<file path="src/common/psram_pkg.sv">
/* Widths, opcodes, burst lengths and bundle types shared by the PSRAM controller.
   Each RTL module pulls these in with a wildcard import. */
`default_nettype none

package psram_pkg;

	////////////////////////////////////////
	// Widths and burst lengths
	////////////////////////////////////////
	localparam int ADDR_W = 25;	// Word address
	localparam int WORD_W = 16;
	localparam int ID_W = 32;

	localparam int RD_BURST = 4;	// Words per read burst
	localparam int WR_BURST = 8;	// Words per write burst
	localparam int ID_WORDS = 2;

	////////////////////////////////////////
	// Device opcodes, sent twice per command word
	////////////////////////////////////////
	localparam logic [7:0] OP_RESET_EN = 8'h66;
	localparam logic [7:0] OP_RESET = 8'h99;
	localparam logic [7:0] OP_READ_ID = 8'h9F;
	localparam logic [7:0] OP_WRITE_EN = 8'h06;
	localparam logic [7:0] OP_WRITE_REG = 8'h71;
	localparam logic [7:0] OP_READ = 8'hEE;
	localparam logic [7:0] OP_WRITE = 8'hDE;

	// CR0 setting for latency 3
	localparam logic [WORD_W-1:0] CR0_VALUE = 16'h4FEF;

	// One bus cycle worth of pad values
	typedef struct packed {
		logic cs;
		logic clk_en;	// Serial clock runs this cycle
		logic oe;
		logic [WORD_W-1:0] data;
	} psram_pads_t;

	// Queued request
	typedef struct packed {
		logic write;
		logic [ADDR_W-1:0] addr;
	} psram_cmd_t;

endpackage

`default_nettype wire

</file>
<file path="src/rtl/psram_ctrl_top.sv">
/* Top level of the PSRAM controller. Queues AXI-like read and write requests
   and hands them to the frame sequencer, which drives the device pads. */
`timescale 1ns/1ns
`default_nettype none

module psram_ctrl_top import psram_pkg::*; #(
	parameter int STARTUP_CYCLES = 7200,
	parameter int RESET_WAIT_CYCLES = 20,
	parameter int ID_LATENCY = 14,
	parameter int MEM_LATENCY = 6,
	parameter int WDATA_DEPTH = 16
) (
	input wire logic clk,
	input wire logic reset,

	// Request side
	input wire logic arvalid,
	input wire logic [ADDR_W-1:0] araddr,
	output logic arready,
	input wire logic awvalid,
	input wire logic [ADDR_W-1:0] awaddr,
	output logic awready,
	input wire logic wvalid,
	input wire logic [WORD_W-1:0] wdata,
	output logic wready,
	output logic bvalid,
	output logic rvalid,
	output logic [WORD_W-1:0] rdata,

	// Status
	output logic psram_ready,
	output logic [ID_W-1:0] dev_id,

	// Device pads
	output logic spi_cs,
	output logic spi_clk_en,
	output logic spi_data_oe,
	output logic [WORD_W-1:0] spi_data_out,
	input wire logic [WORD_W-1:0] spi_data_in,
	input wire logic spi_rwds_in
);
	localparam int WC_W = $clog2(WDATA_DEPTH + 1);

	psram_cmd_t cmd_in;
	psram_cmd_t cmd_head;
	psram_pads_t pads;
	logic ar_take, cmd_push, cmd_pop, cmd_full, cmd_empty;
	logic [WORD_W-1:0] wdata_head;
	logic [WC_W-1:0] wdata_count;
	logic wdata_full, wdata_pop;
	logic init_done;
	logic [WORD_W-1:0] rd_word;
	logic rd_strobe;

	////////////////////////////////////////
	// Request acceptance
	////////////////////////////////////////
	assign arready = init_done && !cmd_full;
	assign awready = init_done && !cmd_full && !arvalid;	// Read wins a tie
	assign wready = init_done && !wdata_full;
	assign psram_ready = init_done;

	assign ar_take = arvalid && arready;
	assign cmd_push = ar_take || (awvalid && awready);
	assign cmd_in.write = !ar_take;
	assign cmd_in.addr = ar_take ? araddr : awaddr;

	psram_fifo #(.T(psram_cmd_t), .DEPTH(2)) cmd_fifo (
		.clk(clk), .reset(reset),
		.push(cmd_push), .push_data(cmd_in), .full(cmd_full),
		.pop(cmd_pop), .pop_data(cmd_head), .empty(cmd_empty), .count()
	);

	psram_fifo #(.T(logic [WORD_W-1:0]), .DEPTH(WDATA_DEPTH)) wdata_fifo (
		.clk(clk), .reset(reset),
		.push(wvalid && wready), .push_data(wdata), .full(wdata_full),
		.pop(wdata_pop), .pop_data(wdata_head), .empty(), .count(wdata_count)
	);

	psram_sequencer #(
		.STARTUP_CYCLES(STARTUP_CYCLES), .RESET_WAIT_CYCLES(RESET_WAIT_CYCLES),
		.ID_LATENCY(ID_LATENCY), .MEM_LATENCY(MEM_LATENCY), .WDATA_DEPTH(WDATA_DEPTH)
	) psram_sequencer_inst (
		.clk(clk), .reset(reset), .init_done(init_done),
		.cmd(cmd_head), .cmd_empty(cmd_empty), .cmd_pop(cmd_pop),
		.wdata(wdata_head), .wdata_count(wdata_count), .wdata_pop(wdata_pop),
		.pads(pads), .rd_word(rd_word), .rd_strobe(rd_strobe),
		.rvalid(rvalid), .rdata(rdata), .bvalid(bvalid), .dev_id(dev_id)
	);

	psram_io psram_io_inst (
		.clk(clk), .reset(reset), .pads_in(pads),
		.spi_cs(spi_cs), .spi_clk_en(spi_clk_en), .spi_data_oe(spi_data_oe),
		.spi_data_out(spi_data_out), .spi_data_in(spi_data_in), .spi_rwds_in(spi_rwds_in),
		.rd_word(rd_word), .rd_strobe(rd_strobe)
	);

endmodule

`default_nettype wire

</file>
<file path="src/rtl/psram_fifo.sv">
/* Small synchronous FIFO with show-ahead output, payload set by a type parameter.
   Serves both the request queue and the write data queue. */
`timescale 1ns/1ns
`default_nettype none

module psram_fifo #(
	parameter type T = logic,
	parameter int DEPTH = 2
) (
	input wire logic clk,
	input wire logic reset,
	input wire logic push,
	input wire T push_data,
	output logic full,
	input wire logic pop,
	output T pop_data,
	output logic empty,
	output logic [$clog2(DEPTH+1)-1:0] count
);
	localparam int PTR_W = (DEPTH > 1) ? $clog2(DEPTH) : 1;
	localparam int CNT_W = $clog2(DEPTH + 1);

	T mem [DEPTH];
	logic [PTR_W-1:0] wr_ptr;
	logic [PTR_W-1:0] rd_ptr;

	// Wraps at DEPTH, which need not be a power of two
	function automatic logic [PTR_W-1:0] ptr_inc(input logic [PTR_W-1:0] p);
		return (p == PTR_W'(DEPTH - 1)) ? '0 : p + 1'b1;
	endfunction

	assign full = (count == CNT_W'(DEPTH));
	assign empty = (count == '0);
	assign pop_data = mem[rd_ptr];	// Head is visible before the pop

	always_ff @(posedge clk) begin
		if (reset) begin
			wr_ptr <= '0;
			rd_ptr <= '0;
			count <= '0;
		end else begin
			if (push)
				wr_ptr <= ptr_inc(wr_ptr);
			if (pop)
				rd_ptr <= ptr_inc(rd_ptr);
			case ({push, pop})
				2'b10: count <= count + 1'b1;
				2'b01: count <= count - 1'b1;
				default: ;
			endcase
		end
	end

	always_ff @(posedge clk) begin
		if (push)
			mem[wr_ptr] <= push_data;
	end

	a_no_overflow: assert property (@(posedge clk) disable iff (reset) !(push && full));
	a_no_underflow: assert property (@(posedge clk) disable iff (reset) !(pop && empty));

endmodule

`default_nettype wire

</file>
<file path="src/rtl/psram_io.sv">
/* Pad stage of the PSRAM controller. Registers the bus word onto the pads and
   captures strobed read words coming back from the device. */
`timescale 1ns/1ns
`default_nettype none

module psram_io import psram_pkg::*; (
	input wire logic clk,
	input wire logic reset,
	input wire psram_pads_t pads_in,

	// Device pads
	output logic spi_cs,
	output logic spi_clk_en,
	output logic spi_data_oe,
	output logic [WORD_W-1:0] spi_data_out,
	input wire logic [WORD_W-1:0] spi_data_in,
	input wire logic spi_rwds_in,	// Marks a valid read word

	// Back to the sequencer
	output logic [WORD_W-1:0] rd_word,
	output logic rd_strobe
);

	////////////////////////////////////////
	// Outgoing pads, one cycle behind the sequencer
	////////////////////////////////////////
	always_ff @(posedge clk) begin
		if (reset) begin
			spi_cs <= 1'b0;
			spi_clk_en <= 1'b0;
			spi_data_oe <= 1'b0;
		end else begin
			spi_cs <= pads_in.cs;
			spi_clk_en <= pads_in.clk_en;
			spi_data_oe <= pads_in.oe;
		end
	end

	always_ff @(posedge clk) begin
		spi_data_out <= pads_in.data;
	end

	////////////////////////////////////////
	// Incoming read words
	////////////////////////////////////////

	// Only words inside a frame count
	always_ff @(posedge clk) begin
		if (reset)
			rd_strobe <= 1'b0;
		else
			rd_strobe <= spi_rwds_in && spi_cs;
	end

	// Last captured word is held between strobes
	always_ff @(posedge clk) begin
		if (spi_rwds_in && spi_cs)
			rd_word <= spi_data_in;
	end

endmodule

`default_nettype wire

</file>
<file path="src/sequencer/psram_sequencer.sv">
/* Frame sequencer of the PSRAM controller. Runs startup and device init, then
   dispatches queued read and write bursts, one bus word per clock. */
`timescale 1ns/1ns
`default_nettype none

module psram_sequencer import psram_pkg::*; #(
	parameter int STARTUP_CYCLES = 7200,
	parameter int RESET_WAIT_CYCLES = 20,
	parameter int ID_LATENCY = 14,
	parameter int MEM_LATENCY = 6,
	parameter int WDATA_DEPTH = 16
) (
	input wire logic clk,
	input wire logic reset,
	output logic init_done,

	input wire psram_cmd_t cmd,
	input wire logic cmd_empty,
	output logic cmd_pop,
	input wire logic [WORD_W-1:0] wdata,
	input wire logic [$clog2(WDATA_DEPTH+1)-1:0] wdata_count,
	output logic wdata_pop,

	output psram_pads_t pads,
	input wire logic [WORD_W-1:0] rd_word,
	input wire logic rd_strobe,

	output logic rvalid,
	output logic [WORD_W-1:0] rdata,
	output logic bvalid,
	output logic [ID_W-1:0] dev_id
);
	localparam int WC_W = $clog2(WDATA_DEPTH + 1);
	localparam int SU_W = $clog2(STARTUP_CYCLES + 1);
	localparam int RC_W = $clog2(RD_BURST + 1);
	localparam int MAX_LAT = (ID_LATENCY > MEM_LATENCY) ? ID_LATENCY : MEM_LATENCY;
	localparam int MAX_LEN = (RESET_WAIT_CYCLES > WR_BURST) ? RESET_WAIT_CYCLES : WR_BURST;
	localparam int CNT_W = $clog2(((MAX_LAT > MAX_LEN) ? MAX_LAT : MAX_LEN) + 1);

	typedef enum logic [2:0] {
		S_STARTUP,
		S_CMD,
		S_ADDR_HI,
		S_ADDR_LO,
		S_LATENCY,
		S_DATA,
		S_GAP,	// cs low between init frames
		S_IDLE	// Ready, also the gap after a memory burst
	} step_t;

	typedef enum logic [2:0] {
		F_RESET_EN,
		F_RESET,
		F_READ_ID,
		F_WRITE_EN,
		F_WRITE_REG,
		F_MEM_READ,
		F_MEM_WRITE
	} frame_t;

	step_t step;
	frame_t frame;
	logic [SU_W-1:0] startup_cnt;
	logic [CNT_W-1:0] step_cnt;	// Cycles left in latency, data or gap
	logic [RC_W-1:0] rd_cnt;
	logic [RC_W-1:0] rd_need;
	logic [ADDR_W-1:0] mem_addr;
	logic [2*WORD_W-1:0] addr_ext;
	logic is_read, is_mem, has_addr;
	logic rd_take, rd_done, wr_last, wr_last_q, frame_end;

	function automatic logic [7:0] frame_opcode(input frame_t f);
		case (f)
			F_RESET_EN: return OP_RESET_EN;
			F_RESET: return OP_RESET;
			F_READ_ID: return OP_READ_ID;
			F_WRITE_EN: return OP_WRITE_EN;
			F_WRITE_REG: return OP_WRITE_REG;
			F_MEM_READ: return OP_READ;
			default: return OP_WRITE;
		endcase
	endfunction

	assign is_read = (frame == F_READ_ID) || (frame == F_MEM_READ);
	assign is_mem = (frame == F_MEM_READ) || (frame == F_MEM_WRITE);
	assign has_addr = is_read || (frame == F_WRITE_REG) || (frame == F_MEM_WRITE);
	assign rd_need = (frame == F_READ_ID) ? RC_W'(ID_WORDS) : RC_W'(RD_BURST);
	assign rd_take = rd_strobe && is_read && (step == S_LATENCY || step == S_DATA);
	assign rd_done = (rd_cnt + RC_W'(rd_take)) == rd_need;	// Includes this cycle's word
	assign wr_last = (step == S_DATA) && (frame == F_MEM_WRITE) && (step_cnt == '0);
	assign frame_end = (frame == F_WRITE_REG) || wr_last || (is_read && rd_done);
	assign addr_ext = is_mem ? {{(2*WORD_W-ADDR_W){1'b0}}, mem_addr} : '0;

	// Write burst waits until all its words are queued
	assign cmd_pop = (step == S_IDLE) && !cmd_empty &&
		(!cmd.write || wdata_count >= WC_W'(WR_BURST));
	assign wdata_pop = (step == S_DATA) && (frame == F_MEM_WRITE);

	////////////////////////////////////////
	// Bus word of the current cycle
	////////////////////////////////////////
	always_comb begin
		pads = '0;
		case (step)
			S_CMD: pads.data = {frame_opcode(frame), frame_opcode(frame)};
			S_ADDR_HI: pads.data = addr_ext[2*WORD_W-1:WORD_W];
			S_ADDR_LO: pads.data = addr_ext[WORD_W-1:0];
			S_DATA: pads.data = (frame == F_MEM_WRITE) ? wdata : CR0_VALUE;
			default: ;
		endcase
		pads.cs = step inside {S_CMD, S_ADDR_HI, S_ADDR_LO, S_LATENCY, S_DATA};
		pads.clk_en = pads.cs;
		pads.oe = (step inside {S_CMD, S_ADDR_HI, S_ADDR_LO}) || (step == S_DATA && !is_read);
	end

	////////////////////////////////////////
	// Phase walk
	////////////////////////////////////////
	always_ff @(posedge clk) begin
		if (reset) begin
			step <= S_STARTUP;
			frame <= F_RESET_EN;
			startup_cnt <= SU_W'(STARTUP_CYCLES);
			step_cnt <= '0;
			rd_cnt <= '0;
			init_done <= 1'b0;
		end else begin
			if (rd_take)
				rd_cnt <= rd_cnt + 1'b1;
			case (step)
				S_STARTUP: begin
					if (startup_cnt == '0)
						step <= S_CMD;
					else
						startup_cnt <= startup_cnt - 1'b1;
				end
				S_CMD: begin
					rd_cnt <= '0;
					if (has_addr) begin
						step <= S_ADDR_HI;
					end else begin
						step <= S_GAP;	// Reset holds cs low for the device wait
						step_cnt <= (frame == F_RESET) ? CNT_W'(RESET_WAIT_CYCLES - 1) : '0;
					end
				end
				S_ADDR_HI: step <= S_ADDR_LO;
				S_ADDR_LO: begin
					if (frame == F_WRITE_REG) begin
						step <= S_DATA;
					end else begin
						step <= S_LATENCY;
						step_cnt <= (frame == F_READ_ID) ? CNT_W'(ID_LATENCY - 1) :
							CNT_W'(MEM_LATENCY - 1);
					end
				end
				S_LATENCY: begin
					if (step_cnt == '0) begin
						step <= S_DATA;
						step_cnt <= CNT_W'(WR_BURST - 1);
					end else begin
						step_cnt <= step_cnt - 1'b1;
					end
				end
				S_DATA: begin
					step_cnt <= step_cnt - 1'b1;
					if (frame_end) begin
						step <= is_mem ? S_IDLE : S_GAP;
						step_cnt <= '0;
					end
				end
				S_GAP: begin
					if (step_cnt != '0) begin
						step_cnt <= step_cnt - 1'b1;
					end else begin
						step <= S_CMD;
						case (frame)
							F_RESET_EN: frame <= F_RESET;
							F_RESET: frame <= F_READ_ID;
							F_READ_ID: frame <= F_WRITE_EN;
							F_WRITE_EN: frame <= F_WRITE_REG;
							default: begin	// CR0 written, init complete
								step <= S_IDLE;
								init_done <= 1'b1;
							end
						endcase
					end
				end
				default: begin	// S_IDLE
					if (cmd_pop) begin
						step <= S_CMD;
						frame <= cmd.write ? F_MEM_WRITE : F_MEM_READ;
					end
				end
			endcase
		end
	end

	// Status and response pulses
	always_ff @(posedge clk) begin
		if (reset) begin
			rvalid <= 1'b0;
			wr_last_q <= 1'b0;
			bvalid <= 1'b0;
			dev_id <= '0;
		end else begin
			rvalid <= rd_take && (frame == F_MEM_READ);
			wr_last_q <= wr_last;	// Last beat is on the pads now
			bvalid <= wr_last_q;
			if (rd_take && frame == F_READ_ID)
				dev_id <= {dev_id[ID_W-WORD_W-1:0], rd_word};	// First word ends up high
		end
	end

	always_ff @(posedge clk) begin
		if (cmd_pop)
			mem_addr <= cmd.addr;
		if (rd_take)
			rdata <= rd_word;
	end

	a_oe_under_cs: assert property (@(posedge clk) disable iff (reset) pads.oe |-> pads.cs);

	// Queue depth seen at the command cycle, one cycle after dispatch
	a_wr_burst_queued: assert property (@(posedge clk) disable iff (reset)
		(step == S_CMD && frame == F_MEM_WRITE) |-> wdata_count >= WC_W'(WR_BURST));

endmodule

`default_nettype wire

</file>
<file path="config.mk">
export PLATFORM = sky130hd
export DESIGN_NAME = psram_ctrl_top
export DESIGN_NICKNAME = d
export VERILOG_FILES = /design/src/common/psram_pkg.sv /design/src/rtl/psram_ctrl_top.sv /design/src/rtl/psram_fifo.sv /design/src/rtl/psram_io.sv /design/src/sequencer/psram_sequencer.sv
export SDC_FILE = /design/constraint.sdc
export NUM_CORES = 1
export LEC_CHECK = 0
export BUFFER_PORTS_ARGS = -buffer_cell sky130_fd_sc_hd__buf_2
export CAP_MARGIN = 10
export CORE_MARGIN = 2
export CORE_UTILIZATION = 50
export CTS_CLUSTER_SIZE = 40
export DETAILED_ROUTE_END_ITERATION = 7
export GPL_TIMING_DRIVEN = 0
export PLACE_DENSITY = 0.81
export SYNTH_ARGS = -nofsm -noshare
export SYNTH_HDL_FRONTEND = slang
export SYNTH_HIERARCHICAL = 1
export SYNTH_SLANG_ARGS = --single-unit
</file>
<file path="constraint.sdc">
create_clock -name clk -period 5.2 [get_ports clk]
set_clock_uncertainty 0.05 [all_clocks]
set_input_delay 0.52 -clock clk [delete_from_list [all_inputs] [get_ports clk]]
set_output_delay 0.52 -clock clk [all_outputs]
set_load 0.03 [all_outputs]
</file>
==> metrics.csv, run 1 <==
stage;metric;value;unit
power;pwr/cell area;378.7;nW/um2
worst_setup_path;Max FO, Critical Path;10;
floorplan;IO Count;161;
grt;Total Routing Usage GR;22.01;%
timing;unrepaired setup endpoints after global routing;no;
min_path;Hold Crit Class;in2reg;
clock_network;clock sink count;470;
logic_synthesis;Syn. warnings;6;
logic_synthesis;Cell Area, Synth;18830;um2
grt;GRT overflow;0;
timing;Final Critical Period;3.974;ns
timing;relative slew slack;20.86;%
routing;vias per inst;5.848;
timing;Final Hold Viols;0;
placement;I/O Buffers;160;
timing;setup violators final;0;
power;power after layout;8.283;mW
clock_network;Post-CTS Resized;0;
floorplan;die height;198.1;um
clock_network;worst skew pair latency;0.58;ns
worst_setup_path;Crit Reg-Reg Endpoint;wdata_fifo/count[4];
clock_network;Num CTS Buffers;46;
floorplan;Std-Cell Core Area;37400;um2
grt;initial antenna violation count;1;
floorplan;Horiz. Die Dim;198.1;um
timing;worst slew pin tran;1.187;ns
worst_setup_path;Setup crit start;psram_sequencer_inst/step[0];
worst_setup_path;worst r2r src;psram_sequencer_inst/step[0];
floorplan;starting density of the core;50.36;%
grt;vias in the first global route;11299;
layout;P&R area growth vs syn;16.15;%
routing;routed length per placed instance;22.01;um
placement;routability cong.;0.8812;
clock_network;H-tree Lvls;2;
timing;Hold WS;0.08436;ns
worst_setup_path;end of the critical path;wdata_fifo/count[4];
logic_synthesis;syn_area_per_cell;15.71;um2
layout;Final Net Count;1514;
layout;Final Util;58.49;%
floorplan;area of the die;39230;um2
routing;Final ANT Viol Nets;0;
clock_network;clock-pin slew on the worst setup and hold paths;0.06;ns
clock_network;CTS Buffer Depth;3;
power;Leak;7.630;nW
routing;DRC viols;0;
power;VDD IR-drop max;0.0003597;V
flow_run;Max-cap violations;0;
worst_setup_path;Critical Path RT;5.67;ns
layout;layout cells sized above 1;27.19;%
logic_synthesis;Post-Syn Instances;1199;
grt;largest net degree at the start of global routing;27;
clock_network;clock tree root buffer cell;clkbuf_16;
clock_network;CTS Hold Buffers Added;0;
logic_synthesis;Post-Synthesis Net Count;1302;
worst_setup_path;crit start category;flip-flop;
clock_network;postcts setup bufs;0;
timing;Final WS setup;1.226;ns
worst_setup_path;Arr. time, crit path;4.44;ns
floorplan;Row Count;71;
timing;fmax;251.6;MHz
routing;Post-Route WL;43130;um
placement;Placement Setup Slack;1.349;ns
layout;antenna diode count;0;
timing;setup_tns;0;ns
grt;first-pass GRT wire length;64900;um
routing;number of DRC markers in iteration 0;923;
worst_setup_path;slowest CP cell;nor2_1;
worst_setup_path;cells on worst reg2reg path;12;
worst_setup_path;Setup Crit Path Kind;reg2reg;
clock_network;CTS tree;built;
timing;Slew Viols, Final;0;
routing;1st-pass router iterations;5;
worst_setup_path;Largest stage delay, worst path;0.73;ns
routing;Via Count;11463;
status;status;completed;
timing;period utilization;76.42;%
worst_setup_path;CP Capture Type;flip-flop;
worst_setup_path;R2R setup slack;1.23;ns
worst_setup_path;crit path cell chain;buf_2, nor2b_1, nand2_1, nor2_1, ha_1, buf_2, xor2_1, ha_1, o21ai_0, or3_1, a2111o_1, nand4_1;
placement;DP HPWL;27910;um
critical path: cells and delay by family, from the launching register on:
family,cells,cell delay (ns)
flops,1,0.37
xor+xnor,1,0.19
buf+inv,2,0.46
fa+ha+maj,2,0.52
compound gates,2,0.45
simple gates,5,1.89
through the flow:
| stage | area [um2] | cells |
|---|---|---|
| after floorplan | 18830 | 1199 |
| after global placement | 20270 | 1870 |
| after detailed placement | 20350 | 1873 |
| after CTS | 21850 | 1959 |
| after global routing | 21870 | 1960 |
| final | 21870 | 1960 |
registers in the layout, indices dropped and copies added, names as in the netlist, 2 cells and up, named ones only:
signal                            cells
psram_sequencer_inst/dev_id          32
psram_sequencer_inst/rdata           16
psram_io_inst/rd_word                16
psram_sequencer_inst/startup_cnt     13
psram_sequencer_inst/step_cnt         5
wdata_fifo/mem                      256
wdata_fifo/wr_ptr                     4
psram_sequencer_inst/step             3
psram_sequencer_inst/mem_addr        25
cmd_fifo/mem                         52
psram_sequencer_inst/rd_cnt           3
psram_sequencer_inst/frame            3
cmd_fifo/count                        2
psram_io_inst/spi_data_out           16
wdata_fifo/rd_ptr                     4
wdata_fifo/count                      5
metal layers:
layer / global-route usage, % / up-vias / share of wire, %
li1: - / 5032 / -
met3: 4.667 / 106 / 8.2
met2: 37.69 / 571 / 50
met5: 0 / - / 0.056
met1: 27.77 / 5750 / 39
met4: 7.937 / 4 / 3.2
cell usage in the layout, fill, tap and decap left out, types with 6 or more instances in the layout:
| cell type | n |
|---|---|
| ha_1 | 15 |
| and2_1 | 23 |
| o21ai_0 | 33 |
| xor2_1 | 18 |
| buf_2 | 183 |
| nor2b_1 | 10 |
| o211ai_1 | 10 |
| mux4_1 | 7 |
| dfxtp_1 | 105 |
| mux2_2 | 34 |
| nand2_1 | 117 |
| mux4_2 | 57 |
| inv_1 | 17 |
| nand2b_1 | 11 |
| buf_6 | 8 |
| nand3_1 | 17 |
| nor2_1 | 56 |
| a21oi_1 | 53 |
| mux2i_1 | 8 |
| buf_4 | 7 |
| mux2_4 | 19 |
| a22oi_1 | 42 |
| a211oi_1 | 10 |
| clkinv_1 | 15 |
| xnor2_1 | 8 |
| edfxtp_1 | 365 |
| clkbuf_1 | 31 |
| nor3_1 | 15 |
| nand4_1 | 6 |
| clkbuf_16 | 47 |
how the worst min path moves through the flow:
stage                                        start  slack, ns  cells after the start                              to
floorplan           psram_sequencer_inst/wr_last_q       0.36                      1     psram_sequencer_inst/bvalid
global placement          psram_io_inst/rd_word[8]       0.38                      0   psram_sequencer_inst/rdata[8]
detailed placement       psram_io_inst/rd_word[10]       0.39                      0  psram_sequencer_inst/rdata[10]
CTS                                 spi_data_in[5]       0.06                      1        psram_io_inst/rd_word[5]
global route                       spi_data_in[13]       0.07                      1       psram_io_inst/rd_word[13]
finish                              spi_data_in[5]       0.08                      1        psram_io_inst/rd_word[5]
power by group:
group	leakage [nW]	total [mW]	internal, mW	switching (mW)
Sequential	4.13	4.21	4.14	0.0729
Clock	0.720	3.27	1.90	1.37
Combinational	2.78	0.807	0.294	0.513
layout make-up:
cell class | instances | area (um2)
fill | 2720 | 15520
sequential | 470 | 13060
multi-input combinational | 649 | 5345
clock buffer | 60 | 1245
timing repair buffer | 164 | 885.9
tap | 511 | 639.4
buffer | 63 | 376.6
clock inverter | 26 | 256.5
inverter | 17 | 63.81
No activity file was read; power rests on OpenSTA's default activity.
==> run 2, diff against run 1 <==
--- a/config.mk
+++ b/config.mk
@@ -5,6 +5,7 @@
 export SDC_FILE = /design/constraint.sdc
 export NUM_CORES = 1
 export LEC_CHECK = 0
+export ABC_AREA = 1
 export BUFFER_PORTS_ARGS = -buffer_cell sky130_fd_sc_hd__buf_2
 export CAP_MARGIN = 10
 export CORE_MARGIN = 2
@@ -12,7 +13,7 @@
 export CTS_CLUSTER_SIZE = 40
 export DETAILED_ROUTE_END_ITERATION = 7
 export GPL_TIMING_DRIVEN = 0
-export PLACE_DENSITY = 0.81
+export PLACE_DENSITY = 0.83
 export SYNTH_ARGS = -nofsm -noshare
 export SYNTH_HDL_FRONTEND = slang
 export SYNTH_HIERARCHICAL = 1
==> constraint.sdc (replaced) <==
create_clock -name clk -period 3.6 [get_ports clk]
set_clock_uncertainty 0.05 [all_clocks]
set_input_delay 0.36 -clock clk [delete_from_list [all_inputs] [get_ports clk]]
set_output_delay 0.36 -clock clk [all_outputs]
set_load 0.03 [all_outputs]
==> metrics.csv, run 2 <==
stage;metric;value;unit
power;Leak;8.948;nW
worst_setup_path;cells on worst reg2reg path;5;
floorplan;die height;202.0;um
layout;multi-input combinational cell area;5192;um2
timing;fmax;314.6;MHz
worst_setup_path;CP Capture Type;flip-flop;
placement;dpl cells;2434;
timing;setup_tns;0;ns
placement;routability cong.;0.9032;
min_path;hold path cells;3;
layout;most frequent cells in the layout;edfxtp_1, nand2_1, inv_1;
grt;first-pass GRT wire length;76560;um
routing;routed length per placed instance;19.59;um
floorplan;Row Count;72;
worst_setup_path;Max FO, Critical Path;16;
timing;Final Hold Viols;0;
placement;DP HPWL;34100;um
placement;I/O Buffers;159;
clock_network;clock-pin slew on the worst setup and hold paths;0.07;ns
power;VDD IR-drop max;0.0003142;V
timing;unrepaired setup endpoints after global routing;no;
grt;largest net degree at the start of global routing;28;
routing;Final ANT Viol Nets;0;
floorplan;Horiz. Die Dim;202.0;um
worst_setup_path;Largest stage delay, worst path;0.89;ns
routing;1st-pass router iterations;5;
clock_network;Post-CTS Resized;0;
power;pwr/cell area;515.1;nW/um2
layout;top flop regs;wdata_fifo/mem (256), cmd_fifo/mem (52), psram_sequencer_inst/dev_id (32);
flow_run;Max-cap violations;0;
routing;Via Count;14109;
clock_network;CTS Buffer Depth;3;
grt;GRT overflow;0;
clock_network;Num CTS Buffers;45;
clock_network;worst skew pair latency;0.56;ns
clock_network;clock sink count;470;
clock_network;CTS tree;built;
worst_setup_path;crit path cell chain;buf_4, inv_1, nor3b_1, nand2_1, nor2_2;
layout;P&R area growth vs syn;17.20;%
layout;antenna diode count;0;
layout;Final Net Count;2083;
worst_setup_path;Buf+Inv Stages, Crit Path;2;
grt;Total Routing Usage GR;24.25;%
timing;setup violators final;0;
grt;initial antenna violation count;0;
routing;number of DRC markers in iteration 0;1571;
layout;register area;13060;um2
logic_synthesis;syn_area_per_cell;11.25;um2
timing;relative slew slack;29.36;%
timing;Slew Viols, Final;0;
timing;worst slew pin tran;1.058;ns
routing;DRC viols;0;
layout;most common cell after layout, fill and taps aside;edfxtp_1;
min_path;Hold Crit Class;in2reg;
clock_network;clock tree root buffer cell;clkbuf_16;
grt;vias in the first global route;13934;
logic_synthesis;Cell Area, Synth;19610;um2
worst_setup_path;Critical Path Stages;5;
floorplan;IO Count;161;
floorplan;Std-Cell Core Area;38650;um2
layout;Reg with most FFs;wdata_fifo/mem;
worst_setup_path;slowest CP cell;nor2_2;
clock_network;postcts setup bufs;0;
layout;fill count;2970;
worst_setup_path;Critical Path RT;3.72;ns
worst_setup_path;Arr. time, crit path;3.30;ns
timing;period utilization;88.30;%
timing;Final Critical Period;3.179;ns
clock_network;H-tree Lvls;2;
worst_setup_path;kind of cell adding the most delay to the critical path;simple AND/OR/NAND/NOR gates;
routing;vias per inst;5.566;
status;status;completed;
logic_synthesis;Post-Syn Instances;1743;
layout;Layout Cells excl Fill;2535;
floorplan;area of the die;40820;um2
logic_synthesis;Syn. warnings;6;
layout;layout cells sized above 1;18.79;%
clock_network;CTS Hold Buffers Added;17;
worst_setup_path;Setup Crit Path Kind;reg2reg;
worst_setup_path;crit start category;flip-flop;
floorplan;starting density of the core;50.73;%
layout;max reg flops;256;
routing;Post-Route WL;49650;um
logic_synthesis;Post-Synthesis Net Count;1846;
## run 2: cell count changes in the layout (fill, tap and decap cells not counted), sizes merged, moves of 22 or more
cell and change:
o21ai +102, mux4 -64, o211ai +55, nor2 +102, buf +30, a22oi -40
nand4 +23, inv +198, nand3 +139, and2 -22, mux2 -27, a21oi +43
nand2 +124
## run 2: metal layers
layer | share of wire [%] | global-route usage (%)
met1 | 38 | 29.91
met2 | 49 | 41.67
met3 | 7.7 | 3.434
met4 | 5.2 | 12.55
met5 | 0 | 0
## run 2: report_power, final
part / total, mW / internal, mW / switching (mW)
clock network: 4.94 / 2.91 / 2.03
registers: 6.02 / 5.94 / 0.0809
logic: 0.877 / 0.287 / 0.590
## run 2: worst paths after layout
check	slack, ns	to	start
hold / removal	0.04	cmd_fifo/mem[0][4]	awaddr[4]
hold reg to reg	0.36	psram_sequencer_inst/bvalid	psram_sequencer_inst/wr_last_q
setup / recovery	0.42	wdata_fifo/mem[15][1]	psram_sequencer_inst/init_done
setup reg to reg	0.42	wdata_fifo/mem[15][1]	psram_sequencer_inst/init_done
## run 2: metrics by stage
step | util, % | hold slack [ns] | cell area, um2 | setup WS [ns] | power [mW]
final | 59.46 | 0.04186 | 22980 | 0.4212 | 11.84
after global placement | 54.47 | 0.3453 | 21050 | 0.1325 | 6.955
after detailed placement | 54.97 | 0.3543 | 21250 | 0.4164 | 6.987
after CTS | 59.46 | 0.02721 | 22980 | 0.4236 | 11.88
after floorplan | - | 0.3383 | 19610 | 0.9724 | 6.705
after global routing | 59.46 | 0.05226 | 22980 | 0.1709 | 12.20
## run 2: layout make-up
| class | instances | share of cell area, % |
|---|---|---|
| repair buffers | 190 | 4.993 |
| inverters | 215 | 3.528 |
| flip-flops and latches | 470 | 56.84 |
| clock buffers | 53 | 5.401 |
| clock inverters | 31 | 1.410 |
| well taps | 518 | 2.820 |
| plain buffers | 87 | 2.412 |
| multi-input cells | 971 | 22.59 |
## run 2: worst min-delay path: stages
cell and delay (ns):
buf_2 0.07, nand2_1 0.04, nand2_1 0.07
